## src/verilog/mips_pkg.sv

```systemverilog
package mips_pkg;

    ////////////////////////////////////////////////////////////
    // Widths and sizes
    ////////////////////////////////////////////////////////////

    localparam int DATA_W          = 32;
    localparam int INSTR_W         = 32;
    localparam int REG_ADDR_W      = 5;
    localparam int NUM_REGS        = 32;

    // Buffer entries, also the credits owned after reset
    localparam int INSTR_BUF_DEPTH = 4;
    localparam int CREDIT_CNT_W    = 3;
    localparam int BUF_PTR_W       = 2;

    ////////////////////////////////////////////////////////////
    // Instruction encodings
    ////////////////////////////////////////////////////////////

    // Primary opcodes
    localparam logic [5:0] OPC_RTYPE = 6'h00;
    localparam logic [5:0] OPC_ADDI  = 6'h08;
    localparam logic [5:0] OPC_ANDI  = 6'h0C;
    localparam logic [5:0] OPC_ORI   = 6'h0D;
    localparam logic [5:0] OPC_XORI  = 6'h0E;
    localparam logic [5:0] OPC_LUI   = 6'h0F;

    // R-type function field
    localparam logic [5:0] FN_SLL    = 6'h00;
    localparam logic [5:0] FN_SRL    = 6'h02;
    localparam logic [5:0] FN_ADD    = 6'h20;
    localparam logic [5:0] FN_SUB    = 6'h22;
    localparam logic [5:0] FN_AND    = 6'h24;
    localparam logic [5:0] FN_OR     = 6'h25;
    localparam logic [5:0] FN_XOR    = 6'h26;
    localparam logic [5:0] FN_SLT    = 6'h2A;

    ////////////////////////////////////////////////////////////
    // Stage types
    ////////////////////////////////////////////////////////////

    typedef enum logic [3:0] {
        ALU_ADD,
        ALU_SUB,
        ALU_AND,
        ALU_OR,
        ALU_XOR,
        ALU_SLT,
        ALU_SLL,
        ALU_SRL,
        ALU_LUI
    } alu_op_e;

    // Decode to execute
    // fwd_a and fwd_b take the operand from the instruction just ahead
    typedef struct packed {
        logic                  valid;
        alu_op_e               op;
        logic [REG_ADDR_W-1:0] dest;
        logic [DATA_W-1:0]     operand_a;
        logic [DATA_W-1:0]     operand_b;
        logic [4:0]            shamt;
        logic                  fwd_a;
        logic                  fwd_b;
    } dec_op_t;

    // Execute to result, result to retire
    typedef struct packed {
        logic                  valid;
        logic [REG_ADDR_W-1:0] dest;
        logic [DATA_W-1:0]     data;
    } wb_t;

endpackage
```

## src/verilog/mips_core_top.sv

```systemverilog
`timescale 1ns/1ns

module mips_core_top
    import mips_pkg::*;
(
    input  logic                  clk,
    input  logic                  rst,
    // Instruction port
    input  logic                  instr_valid,
    input  logic [INSTR_W-1:0]    instr,
    output logic                  instr_credit,
    // Retire port
    output wb_t                   retire,
    // Debug port
    input  logic                  dbg_on,
    input  logic [REG_ADDR_W-1:0] dbg_addr,
    output logic [DATA_W-1:0]     dbg_data
);

    // Register file read path
    logic [REG_ADDR_W-1:0] rf_raddr_a;
    logic [REG_ADDR_W-1:0] rf_raddr_b;
    logic [DATA_W-1:0]     rf_rdata_a;
    logic [DATA_W-1:0]     rf_rdata_b;

    // Register file write path
    logic                  rf_we;
    logic [REG_ADDR_W-1:0] rf_waddr;
    logic [DATA_W-1:0]     rf_wdata;

    // Stage registers
    dec_op_t               dec_op;
    wb_t                   exe_wb;
    wb_t                   res_wb;

    ////////////////////////////////////////////////////////////
    // Pipeline
    ////////////////////////////////////////////////////////////

    instr_decode u_decode (
        .clk          (clk),
        .rst          (rst),
        .instr_valid  (instr_valid),
        .instr        (instr),
        .instr_credit (instr_credit),
        .dbg_on       (dbg_on),
        .raddr_a      (rf_raddr_a),
        .raddr_b      (rf_raddr_b),
        .rdata_a      (rf_rdata_a),
        .rdata_b      (rf_rdata_b),
        .exe_fwd      (exe_wb),
        .res_fwd      (res_wb),
        .dec_out      (dec_op)
    );

    alu_execute u_execute (
        .clk     (clk),
        .rst     (rst),
        .dec_in  (dec_op),
        .exe_out (exe_wb)
    );

    result_stage u_result (
        .clk     (clk),
        .rst     (rst),
        .exe_in  (exe_wb),
        .we      (rf_we),
        .waddr   (rf_waddr),
        .wdata   (rf_wdata),
        .res_out (res_wb)
    );

    // Retired instructions leave straight from the result register
    assign retire = res_wb;

    ////////////////////////////////////////////////////////////
    // Register file
    ////////////////////////////////////////////////////////////

    register_file u_regfile (
        .clk      (clk),
        .rst      (rst),
        .we       (rf_we),
        .waddr    (rf_waddr),
        .wdata    (rf_wdata),
        .raddr_a  (rf_raddr_a),
        .raddr_b  (rf_raddr_b),
        .rdata_a  (rf_rdata_a),
        .rdata_b  (rf_rdata_b),
        .dbg_on   (dbg_on),
        .dbg_addr (dbg_addr),
        .dbg_data (dbg_data)
    );

endmodule

```

## src/verilog/result_stage.sv

```systemverilog
`timescale 1ns/1ns

module result_stage
    import mips_pkg::*;
(
    input  logic                  clk,
    input  logic                  rst,
    input  wb_t                   exe_in,
    // Register file write
    output logic                  we,
    output logic [REG_ADDR_W-1:0] waddr,
    output logic [DATA_W-1:0]     wdata,
    // Retire record and second forwarding source
    output wb_t                   res_out
);

    wb_t res_next;

    ////////////////////////////////////////////////////////////
    // Result register
    ////////////////////////////////////////////////////////////

    // Register 0 holds zero whatever was computed
    always_comb
    begin
        res_next = exe_in;
        if (exe_in.dest == '0)
            res_next.data = '0;
    end

    always_ff @(posedge clk or posedge rst)
    begin
        if (rst)
            res_out <= '0;
        else
            res_out <= res_next;
    end

    ////////////////////////////////////////////////////////////
    // Write port
    ////////////////////////////////////////////////////////////

    // Write lands one edge after the register loads
    // Decode covers that cycle through res_out
    assign we    = res_out.valid;
    assign waddr = res_out.dest;
    assign wdata = res_out.data;

endmodule

```

## src/verilog/alu_execute.sv

```systemverilog
`timescale 1ns/1ns

module alu_execute
    import mips_pkg::*;
(
    input  logic    clk,
    input  logic    rst,
    input  dec_op_t dec_in,
    output wb_t     exe_out
);

    logic [DATA_W-1:0] op_a;
    logic [DATA_W-1:0] op_b;
    logic [DATA_W-1:0] alu_res;
    logic              slt_bit;

    ////////////////////////////////////////////////////////////
    // Operand select
    ////////////////////////////////////////////////////////////

    // exe_out still holds the previous instruction
    // Decode flags when that one is the producer
    assign op_a = dec_in.fwd_a ? exe_out.data : dec_in.operand_a;
    assign op_b = dec_in.fwd_b ? exe_out.data : dec_in.operand_b;

    // Signed compare for SLT
    assign slt_bit = $signed(op_a) < $signed(op_b);

    ////////////////////////////////////////////////////////////
    // ALU
    ////////////////////////////////////////////////////////////

    always_comb
    begin
        case (dec_in.op)
            ALU_ADD:
                alu_res = op_a + op_b;
            ALU_SUB:
                alu_res = op_a - op_b;
            ALU_AND:
                alu_res = op_a & op_b;
            ALU_OR:
                alu_res = op_a | op_b;
            ALU_XOR:
                alu_res = op_a ^ op_b;
            ALU_SLT:
                alu_res = {{(DATA_W - 1){1'b0}}, slt_bit};
            // Shifts act on rt
            ALU_SLL:
                alu_res = op_b << dec_in.shamt;
            ALU_SRL:
                alu_res = op_b >> dec_in.shamt;
            // Immediate into the upper half
            ALU_LUI:
                alu_res = {op_b[15:0], 16'h0000};
            default:
                alu_res = '0;
        endcase
    end

    ////////////////////////////////////////////////////////////
    // Execute register
    ////////////////////////////////////////////////////////////

    // Also the first forwarding source for decode
    always_ff @(posedge clk or posedge rst)
    begin
        if (rst)
        begin
            exe_out <= '0;
        end
        else
        begin
            exe_out.valid <= dec_in.valid;
            exe_out.dest  <= dec_in.dest;
            exe_out.data  <= alu_res;
        end
    end

endmodule

```

## src/verilog/instr_decode.sv

```systemverilog
`timescale 1ns/1ns

module instr_decode
    import mips_pkg::*;
(
    input  logic                  clk,
    input  logic                  rst,
    // Credit-based instruction port
    input  logic                  instr_valid,
    input  logic [INSTR_W-1:0]    instr,
    output logic                  instr_credit,
    // Issue freeze
    input  logic                  dbg_on,
    // Register file reads
    output logic [REG_ADDR_W-1:0] raddr_a,
    output logic [REG_ADDR_W-1:0] raddr_b,
    input  logic [DATA_W-1:0]     rdata_a,
    input  logic [DATA_W-1:0]     rdata_b,
    // Forwarding from later stages
    input  wb_t                   exe_fwd,
    input  wb_t                   res_fwd,
    output dec_op_t               dec_out
);

    logic [INSTR_W-1:0]      instr_buf [INSTR_BUF_DEPTH];
    logic [BUF_PTR_W-1:0]    wr_ptr;
    logic [BUF_PTR_W-1:0]    rd_ptr;
    logic [CREDIT_CNT_W-1:0] buf_count;
    logic                    pop;
    logic [INSTR_W-1:0]      head;
    logic [5:0]              opcode;
    logic [5:0]              funct;
    logic [4:0]              rs;
    logic [4:0]              rt;
    logic [4:0]              rd;
    logic [4:0]              shamt;
    logic [15:0]             imm;
    logic                    legal;
    alu_op_e                 op;
    logic [REG_ADDR_W-1:0]   dest;
    logic                    use_imm;
    logic [DATA_W-1:0]       imm_ext;
    dec_op_t                 dec_next;

    // Youngest first: execute register, then result register, then the array
    function automatic logic [DATA_W-1:0] fwd_pick(
        input logic [REG_ADDR_W-1:0] src,
        input logic [DATA_W-1:0]     rf_val,
        input wb_t                   exe_w,
        input wb_t                   res_w
    );
        logic [DATA_W-1:0] val;
        val = rf_val;
        if (res_w.valid && (res_w.dest != '0) && (res_w.dest == src))
            val = res_w.data;
        if (exe_w.valid && (exe_w.dest != '0) && (exe_w.dest == src))
            val = exe_w.data;
        return val;
    endfunction

    ////////////////////////////////////////////////////////////
    // Instruction buffer
    ////////////////////////////////////////////////////////////

    // One pop per cycle unless empty or frozen
    assign pop  = (buf_count != '0) && !dbg_on;
    assign head = instr_buf[rd_ptr];

    // Entry storage, space guaranteed by the credits
    always_ff @(posedge clk)
    begin
        if (instr_valid)
            instr_buf[wr_ptr] <= instr;
    end

    always_ff @(posedge clk or posedge rst)
    begin
        if (rst)
        begin
            wr_ptr       <= '0;
            rd_ptr       <= '0;
            buf_count    <= '0;
            instr_credit <= 1'b0;
        end
        else
        begin
            if (instr_valid)
                wr_ptr <= wr_ptr + 1'b1;
            if (pop)
                rd_ptr <= rd_ptr + 1'b1;
            buf_count    <= buf_count + CREDIT_CNT_W'(instr_valid) - CREDIT_CNT_W'(pop);
            // One credit back per freed entry
            instr_credit <= pop;
        end
    end

    ////////////////////////////////////////////////////////////
    // Field split and decode
    ////////////////////////////////////////////////////////////

    assign opcode = head[31:26];
    assign rs     = head[25:21];
    assign rt     = head[20:16];
    assign rd     = head[15:11];
    assign shamt  = head[10:6];
    assign funct  = head[5:0];
    assign imm    = head[15:0];

    // Operand reads straight from the head entry
    assign raddr_a = rs;
    assign raddr_b = rt;

    always_comb
    begin
        legal   = 1'b1;
        op      = ALU_ADD;
        dest    = rt;
        use_imm = 1'b1;
        // Sign extension for ADDI only
        imm_ext = {16'h0000, imm};
        case (opcode)
            OPC_RTYPE:
            begin
                dest    = rd;
                use_imm = 1'b0;
                case (funct)
                    FN_ADD:  op = ALU_ADD;
                    FN_SUB:  op = ALU_SUB;
                    FN_AND:  op = ALU_AND;
                    FN_OR:   op = ALU_OR;
                    FN_XOR:  op = ALU_XOR;
                    FN_SLT:  op = ALU_SLT;
                    FN_SLL:  op = ALU_SLL;
                    FN_SRL:  op = ALU_SRL;
                    default: legal = 1'b0;
                endcase
            end
            OPC_ADDI:
            begin
                op      = ALU_ADD;
                imm_ext = {{16{imm[15]}}, imm};
            end
            OPC_ANDI: op = ALU_AND;
            OPC_ORI:  op = ALU_OR;
            OPC_XORI: op = ALU_XOR;
            OPC_LUI:  op = ALU_LUI;
            default:  legal = 1'b0;
        endcase
    end

    ////////////////////////////////////////////////////////////
    // Operand select and decode register
    ////////////////////////////////////////////////////////////

    always_comb
    begin
        dec_next.valid     = pop && legal;
        dec_next.op        = op;
        dec_next.dest      = dest;
        dec_next.shamt     = shamt;
        dec_next.operand_a = fwd_pick(rs, rdata_a, exe_fwd, res_fwd);
        dec_next.operand_b = use_imm ? imm_ext : fwd_pick(rt, rdata_b, exe_fwd, res_fwd);
        // Instruction just ahead still in flight, execute takes its result
        dec_next.fwd_a     = dec_out.valid && (dec_out.dest != '0) && (dec_out.dest == rs);
        dec_next.fwd_b     = !use_imm && dec_out.valid && (dec_out.dest != '0)
                             && (dec_out.dest == rt);
    end

    // Bubble when nothing popped or the encoding is unknown
    always_ff @(posedge clk or posedge rst)
    begin
        if (rst)
            dec_out <= '0;
        else
            dec_out <= dec_next;
    end

endmodule

```

## src/verilog/register_file.sv

```systemverilog
`timescale 1ns/1ns

module register_file
    import mips_pkg::*;
(
    input  logic                  clk,
    input  logic                  rst,
    // Write port from the result stage
    input  logic                  we,
    input  logic [REG_ADDR_W-1:0] waddr,
    input  logic [DATA_W-1:0]     wdata,
    // Operand read ports
    input  logic [REG_ADDR_W-1:0] raddr_a,
    input  logic [REG_ADDR_W-1:0] raddr_b,
    output logic [DATA_W-1:0]     rdata_a,
    output logic [DATA_W-1:0]     rdata_b,
    // Debug read port
    input  logic                  dbg_on,
    input  logic [REG_ADDR_W-1:0] dbg_addr,
    output logic [DATA_W-1:0]     dbg_data
);

    // 32 x 32 array
    logic [DATA_W-1:0] regs [NUM_REGS];

    ////////////////////////////////////////////////////////////
    // Write side
    ////////////////////////////////////////////////////////////

    // All registers clear on reset
    // Register 0 is never written
    always_ff @(posedge clk or posedge rst)
    begin
        if (rst)
        begin
            for (int i = 0; i < NUM_REGS; i++)
            begin
                regs[i] <= '0;
            end
        end
        else if (we && (waddr != '0))
        begin
            regs[waddr] <= wdata;
        end
    end

    ////////////////////////////////////////////////////////////
    // Read side
    ////////////////////////////////////////////////////////////

    // Operand reads, combinational
    assign rdata_a = (raddr_a == '0) ? '0 : regs[raddr_a];
    assign rdata_b = (raddr_b == '0) ? '0 : regs[raddr_b];

    // Debug read, sampled only in debug mode
    // Holds the last value otherwise
    always_ff @(posedge clk or posedge rst)
    begin
        if (rst)
        begin
            dbg_data <= '0;
        end
        else if (dbg_on)
        begin
            dbg_data <= (dbg_addr == '0) ? '0 : regs[dbg_addr];
        end
    end

endmodule

```

## config.mk

```make
export PLATFORM = sky130hd
export DESIGN_NAME = mips_core_top
export DESIGN_NICKNAME = d
export VERILOG_FILES = /design/src/verilog/mips_pkg.sv /design/src/verilog/mips_core_top.sv /design/src/verilog/result_stage.sv /design/src/verilog/alu_execute.sv /design/src/verilog/instr_decode.sv /design/src/verilog/register_file.sv
export SDC_FILE = /design/constraint.sdc
export NUM_CORES = 2
export LEC_CHECK = 0
export BUFFER_PORTS_ARGS = -buffer_cell sky130_fd_sc_hd__buf_2
export CORE_UTILIZATION = 25
export DETAILED_ROUTE_END_ITERATION = 6
export PLACE_DENSITY_LB_ADDON = 0.15
export SYNTH_ARGS = -nofsm -noshare
export SYNTH_HDL_FRONTEND = slang
export SYNTH_SLANG_ARGS = --single-unit
```

## constraint.sdc

```tcl
create_clock -name clk -period 51.4 [get_ports clk]
set_input_delay 2.57 -clock clk [delete_from_list [all_inputs] [get_ports clk]]
set_output_delay 2.57 -clock clk [all_outputs]
set_load 0.1 [all_outputs]
```

Yosys cells after proc, flatten, opt, wreduce, memory -nomap -nowiden:

Memories as Yosys holds them, arrays and structs flattened.
Index checks and enable logic that the tools add are counted.
Widths: inputs -> output; s select.

* shift operators: 2
* equality and inequality tests: 26
* magnitude comparators: 6
* mux-type cells: 32
* reductions and logical operators: 28
* add/subtract/negate cells: 6
* multiply operators: 0
* bitwise logic cells: 7
* div/mod/pow operators: 0

Operator list (count)
* $bwmux 1024: 1
* $mux 32: 19
* $bmux 32 s5: 3
* $pmux 32 s9: 1
* $demux 32 s5: 1
* $eq 6x6->1 const B: 6
* $add 32x32->32: 1
* $and 32x32->32: 1
* $lt 32x32->1: 1
* $or 32x32->32: 1
* $shl 32x5->32: 1
* $shr 32x5->32: 1
* $sub 32x32->32: 1
* $xor 32x32->32: 1
* $eq 5x5->1: 6
* $eq 6x4->1 const B: 5
* $ge 6x6->1 const B: 4
* $not 5->6: 4
* $pmux 3 s7: 1
* $logic_not 5->1: 4
* $pmux 4 s5: 1
* $eq 4x3->1 const B: 4
* $reduce_bool 5->1: 3
* $logic_and 1x1->1: 14
* 17 further kinds: 22

* bits in latches: 0
* RAM bits: 128
* output and inout port bits: 71
* register bits: 1221
* memories kept: 1
* bits in read-only memories: 0
* logic and storage cells: 159

Memory list
* u_decode.instr_buf: words 4, width 32, rd ports 1, clocked after Yosys merged registers in 0, wr ports 1, line instr_decode.sv:25 `logic [INSTR_W-1:0] instr_buf [INSTR_BUF_DEPTH];`

Logic depth before layout (Yosys ltp):

An unclocked memory read counts as a cell.

* word-level depth: 9
* mapped depth: 18
* gate-level depth less buffers: 14

Modules after synthesis:

A second synthesis with hierarchy kept.

* cell total of the unflattened synthesis: 6329
* area, all modules: 84947.7 um^2

By module, submodules not included
* register_file: sequential area each 26425.3 um^2, times used 1, cells an instance 4152, area each 63125.5 um^2
* alu_execute: sequential area each 950.9 um^2, times used 1, cells an instance 1466, area each 11061.9 um^2
* instr_decode: sequential area each 6070.8 um^2, times used 1, cells an instance 594, area each 9198.8 um^2
* result_stage: sequential area each 950.9 um^2, times used 1, cells an instance 117, area each 1561.5 um^2

Worst setup path before layout:

Ideal clock, no wire load.

* path kind: input port to flip-flop
* start point: input port dbg_addr[0]
* end point: register u_regfile.dbg_data[1]
* library setup time: 0.141 ns
* arrival: 4.517 ns
* buffers on the path: 3
* path slack: 46.742 ns
* stages: 8
* required time: 51.259 ns
* cells stage by stage: clkbuf_1 > clkbuf_1 > buf_1 > mux4_2 > o22ai_1 > nor2_1 > a21oi_1 > o22ai_1

* longest elaborated chain between the ends: 5
* elaborated cells on any way between the ends: 6
* those cells by class: 4 x mux; 1 x bitwise; 1 x reduce/logical

Ends and longest elaborated chain
* start: declaration: line mips_core_top.sv:16 `input logic [REG_ADDR_W-1:0] dbg_addr,`
* $not 5->6 (implied by the code): line register_file.sv:65 `dbg_data <= (dbg_addr == '0) ? '0 : regs[dbg_addr];`
* $bmux 32 s5: line register_file.sv:65
* $mux 32 (implied by the code) (2 in series): line register_file.sv:65
* $mux 32 (*): line register_file.sv:65
* end signal: assignment: line register_file.sv:65
* end: declaration: line register_file.sv:20 `output logic [DATA_W-1:0] dbg_data`

Every way passes the cells marked *; elsewhere a longest branch is shown, timed or not. The select of a mux whose other input is x is not followed.
A chain may end at the register's enable or synchronous reset.

==> impl_results.md <==
- Outcome: finished, violations left
- Failing checks: design-rule violations
- Sw frac: 46.0%
- Worst Setup Start Kind: flop
- Core Area: 337000 sq um
- Post-synthesis sequential area ratio: 40.6%
- Die H: 584 um
- Initial antenna violation count: 38
- Clk_lat worst skew: 900 ps
- Total number of vias: 61755
- Flop pwr share: 28.9%
- Switching Power: 2760 uW
- Post-CTS Setup Inserts: 0
- Worst Path Required: 52090 ps
- Detailed-route wire length per cell: 32.9 um
- Max FO, Critical Path: 48
- Largest net degree at the start of global routing: 143
- NumNets Final: 6671
- Clock-pin slew on the worst setup and hold paths: 60 ps
- Slew headroom: 16.0%
- Starting Density: 25.1%
- CP cell instances: buf_4, mux4_4, buf_4, buf_12, buf_4, buf_4, buf_4, mux4_2, and2_1, a211oi_1, a31oi_1, a21oi_1, o21ai_0
- Area after DPL: 89700 sq um
- Final Critical Period: 6330 ps
- Clk_skew: 81.0 ps
- Comb power frac: 50.6%
- Post-route cell area: 95300 sq um
- Avg Vias per Cell: 5.53
- RSZ-0062 raised after global routing: false
- Die area: 341000 sq um
- DR DRC count: 2
- Cts hold-fix bufs: 0
- Setup TNS: 0 ps
- Register area: 34400 sq um
- CP most frequent cell: buf_4
- Die span in x: 584 um
- CTS tree: done
- CP max stage delay: 700 ps
- Placement Rows: 213
- FMAX: 158 MHz
- Clk pwr share: 20.4%
- Area of the multi-input gates: 47000 sq um
- Buf+Inv Stages, Crit Path: 6
- Maximum vdd drop: 0.0485 mV
- Final ANT Viol Nets: 0
- First-pass GRT wire length: 516000 um
- Buffers on Ports: 111
- Cell variety after synth: 83
- Arrival @ worst endpoint: 7020 ps
- Power per Cell Area: 63.1 nW/um^2
- Period utilization: 12.3%
- Max_cap viols: 0
- CTS resizes: 0
- Clock H-tree levels: 4
- Mean Syn Cell Area: 12.5 sq um
- TritonRoute pass-1 iters: 7
- Root Buffer: clkbuf_16
- Synth warnings: 0
- Class of the worst hold path: reg -> reg
- Post-DP HPWL: 228000 um
- DR iter-0 viols: 5738
- Grt total ovfl: 0
- Int Power: 3250 uW
- Crit path max-delay family: buffers and inverters
- Syn Inst Count: 6748
- CP Class: reg -> reg
- Clk sinks: 1349
- Slowest cell on the critical path: mux4_4
- Routability Congestion: 0.918
- CP endpoint kind: flop
- Static leakage: 0.0400 uW
- Total track usage: 21.2%
- Filler Cells Inserted: 34657
- Final setup fails: 0
- CTS Buf Count: 171
- Ys flop type: dfrtp_1
- Final Max Tran Viols: 0
- Final Hold Viols: 0
- Syn_nets: 6894
- Post-synth EDFFs: 128
- CTS max path bufs: 4
- Yosys reg bits: 1349
- Vias in the first global route: 62442
- Share of layout cells above drive strength 1: 36.9%
- Post-Synthesis Cell Area: 84600 sq um
- Area grow syn2layout: 12.6%
- Ys async rst share: 90.5%
- Worst-Margin Slew: 1260 ps
- Overall routed net length: 368000 um
- Ports: 112
-- cell type report --
cell class | instances | share of cell area [%]
Antenna cell | 8 | 0.0210
Timing Repair Buffer | 303 | 2.26
Multi-Input combinational cell | 4559 | 49.3
Inverter | 141 | 0.563
Clock inverter | 54 | 0.575
Tap cell | 4515 | 5.93
Clock buffer | 242 | 5.23
Sequential cell | 1349 | 36.1
-- sequential cells by signal (all words and copies together), names as in the netlist --
name / count
u_result.waddr: 5
u_regfile.dbg_data: 32
u_decode.rd_ptr: 2
u_decode.buf_count: 3
u_decode.dec_out: 81
u_execute.exe_out: 38
u_decode.instr_credit: 1
u_result.we: 1
u_regfile.regs: 1024
u_decode.instr_buf: 128
u_result.wdata: 32
u_decode.wr_ptr: 2
-- Yosys cell counts, drive strengths merged, types with 8 or more instances --
cell / count / area [sq um]
a211oi: 144 / 1080
a21o: 14 / 105
a21oi: 390 / 1950
a221o: 9 / 90.1
a221oi: 28 / 245
a22oi: 41 / 308
a311oi: 34 / 298
a31oi: 81 / 522
and2: 73 / 457
and3: 10 / 62.6
buf: 279 / 1510
clkbuf: 420 / 1580
dfrtp: 1221 / 30600
edfxtp: 128 / 3840
ha: 102 / 1280
inv: 140 / 526
mux2: 1087 / 12200
mux2i: 391 / 3910
mux4: 718 / 16200
nand2: 336 / 1270
nand2b: 16 / 100
nand3: 28 / 140
nand3b: 9 / 67.6
nand4: 11 / 68.8
nor2: 181 / 687
nor2b: 107 / 669
nor3: 74 / 385
nor4: 14 / 87.6
o211ai: 24 / 180
o21ai: 257 / 1300
o21bai: 16 / 131
o221ai: 74 / 648
o22ai: 119 / 744
o31ai: 8 / 60.1
or3: 29 / 181
xnor2: 42 / 368
xor2: 11 / 96.3
-- worst reg2reg max path, stage by stage (launching register included) --
cell and delay, ps:
dfrtp_2 360, buf_4 590, mux4_4 700, buf_4 640
buf_12 530, buf_4 660, buf_4 650, buf_4 600
mux4_2 410, and2_1 170, a211oi_1 350, a31oi_1 120
a21oi_1 220, o21ai_0 100
-- stage by stage --
step | power, uW | hold slack (ps) | cells | worst slack, ps | util [%]
after global routing | 6290 | 393 | 11164 | 44830 | 28.3
final | 6010 | 385 | 11171 | 45070 | 28.3
after CTS | 6040 | 377 | 11163 | 45020 | 28.3
after floorplan | 3690 | 348 | 6748 | 14430 | -
after global placement | 4770 | 391 | 10867 | 44460 | 26.6
after detailed placement | 4790 | 371 | 10867 | 44560 | 26.6
-- power by group through the flow --
stage	Combinational, uW	Clock (uW)	Sequential [uW]
after floorplan	1960	0	1740
after global placement	3040	0	1740
after detailed placement	3040	0	1750
after CTS	3050	1260	1730
after global routing	3200	1300	1790
final	3040	1230	1740
-- metal layers --
| layer | global-route usage (%) | routed length, um | vias up |
|---|---|---|---|
| met4 | 7.55 | 14600 | 18 |
| met2 | 33.8 | 169000 | 2313 |
| met1 | 29.0 | 161000 | 33355 |
| li1 | - | - | 25542 |
| met5 | 0 | 128 | - |
| met3 | 3.58 | 22500 | 527 |
-- cells by family after synthesis --
kind of cell,count (synthesis),share of synthesized area (%)
muxes,2196,38.2
DFF,1349,40.6
AOI/OAI and AO/OA,1293,9.62
and+or+nand+nor,912,5.15
buffers and inverters,840,4.27
adders and majority gates,105,1.58
xor gates and xnor gates,53,0.548
-- worst paths after layout --
kind | from | slack (ps) | depth (start not counted) | endpoint
worst max-delay path | u_decode.rd_ptr[0] | 45070 | 13 | u_decode.dec_out[61]
worst min register to register | u_execute.exe_out[37] | 390 | 0 | u_result.we
worst min-delay path | u_execute.exe_out[37] | 390 | 0 | u_result.we
min in group asynchronous | rst | 1830 | 2 | u_regfile.regs[508]
worst max register to register | u_decode.rd_ptr[0] | 45070 | 13 | u_decode.dec_out[61]
max in group asynchronous | rst | 45940 | 6 | u_decode.dec_out[4]
-- cell usage in the layout (no fill, tap or decap), drive strengths merged, types with 8 or more instances in the layout --
master  count
nand2b     16
a311oi     34
clkinv     41
o21bai     16
o211ai     24
nand3b      9
ha        102
nor2b     107
o22ai     119
and2       73
a21oi     390
mux2i     391
buf       302
a22oi      41
edfxtp    128
bufinv     10
a21o       14
clkbuf    243
o21ai     257
xnor2      42
a221o       9
nor3       74
or3        29
inv       141
o221ai     74
nand2     336
a221oi     28
mux4      718
and3       10
a31oi      81
mux2     1087
diode       8
nor2      181
nand4      11
xor2       11
o31ai       8
dfrtp    1221
nand3      28
a211oi    144
nor4       14
Note: power is estimated with default switching activity, not from simulation.
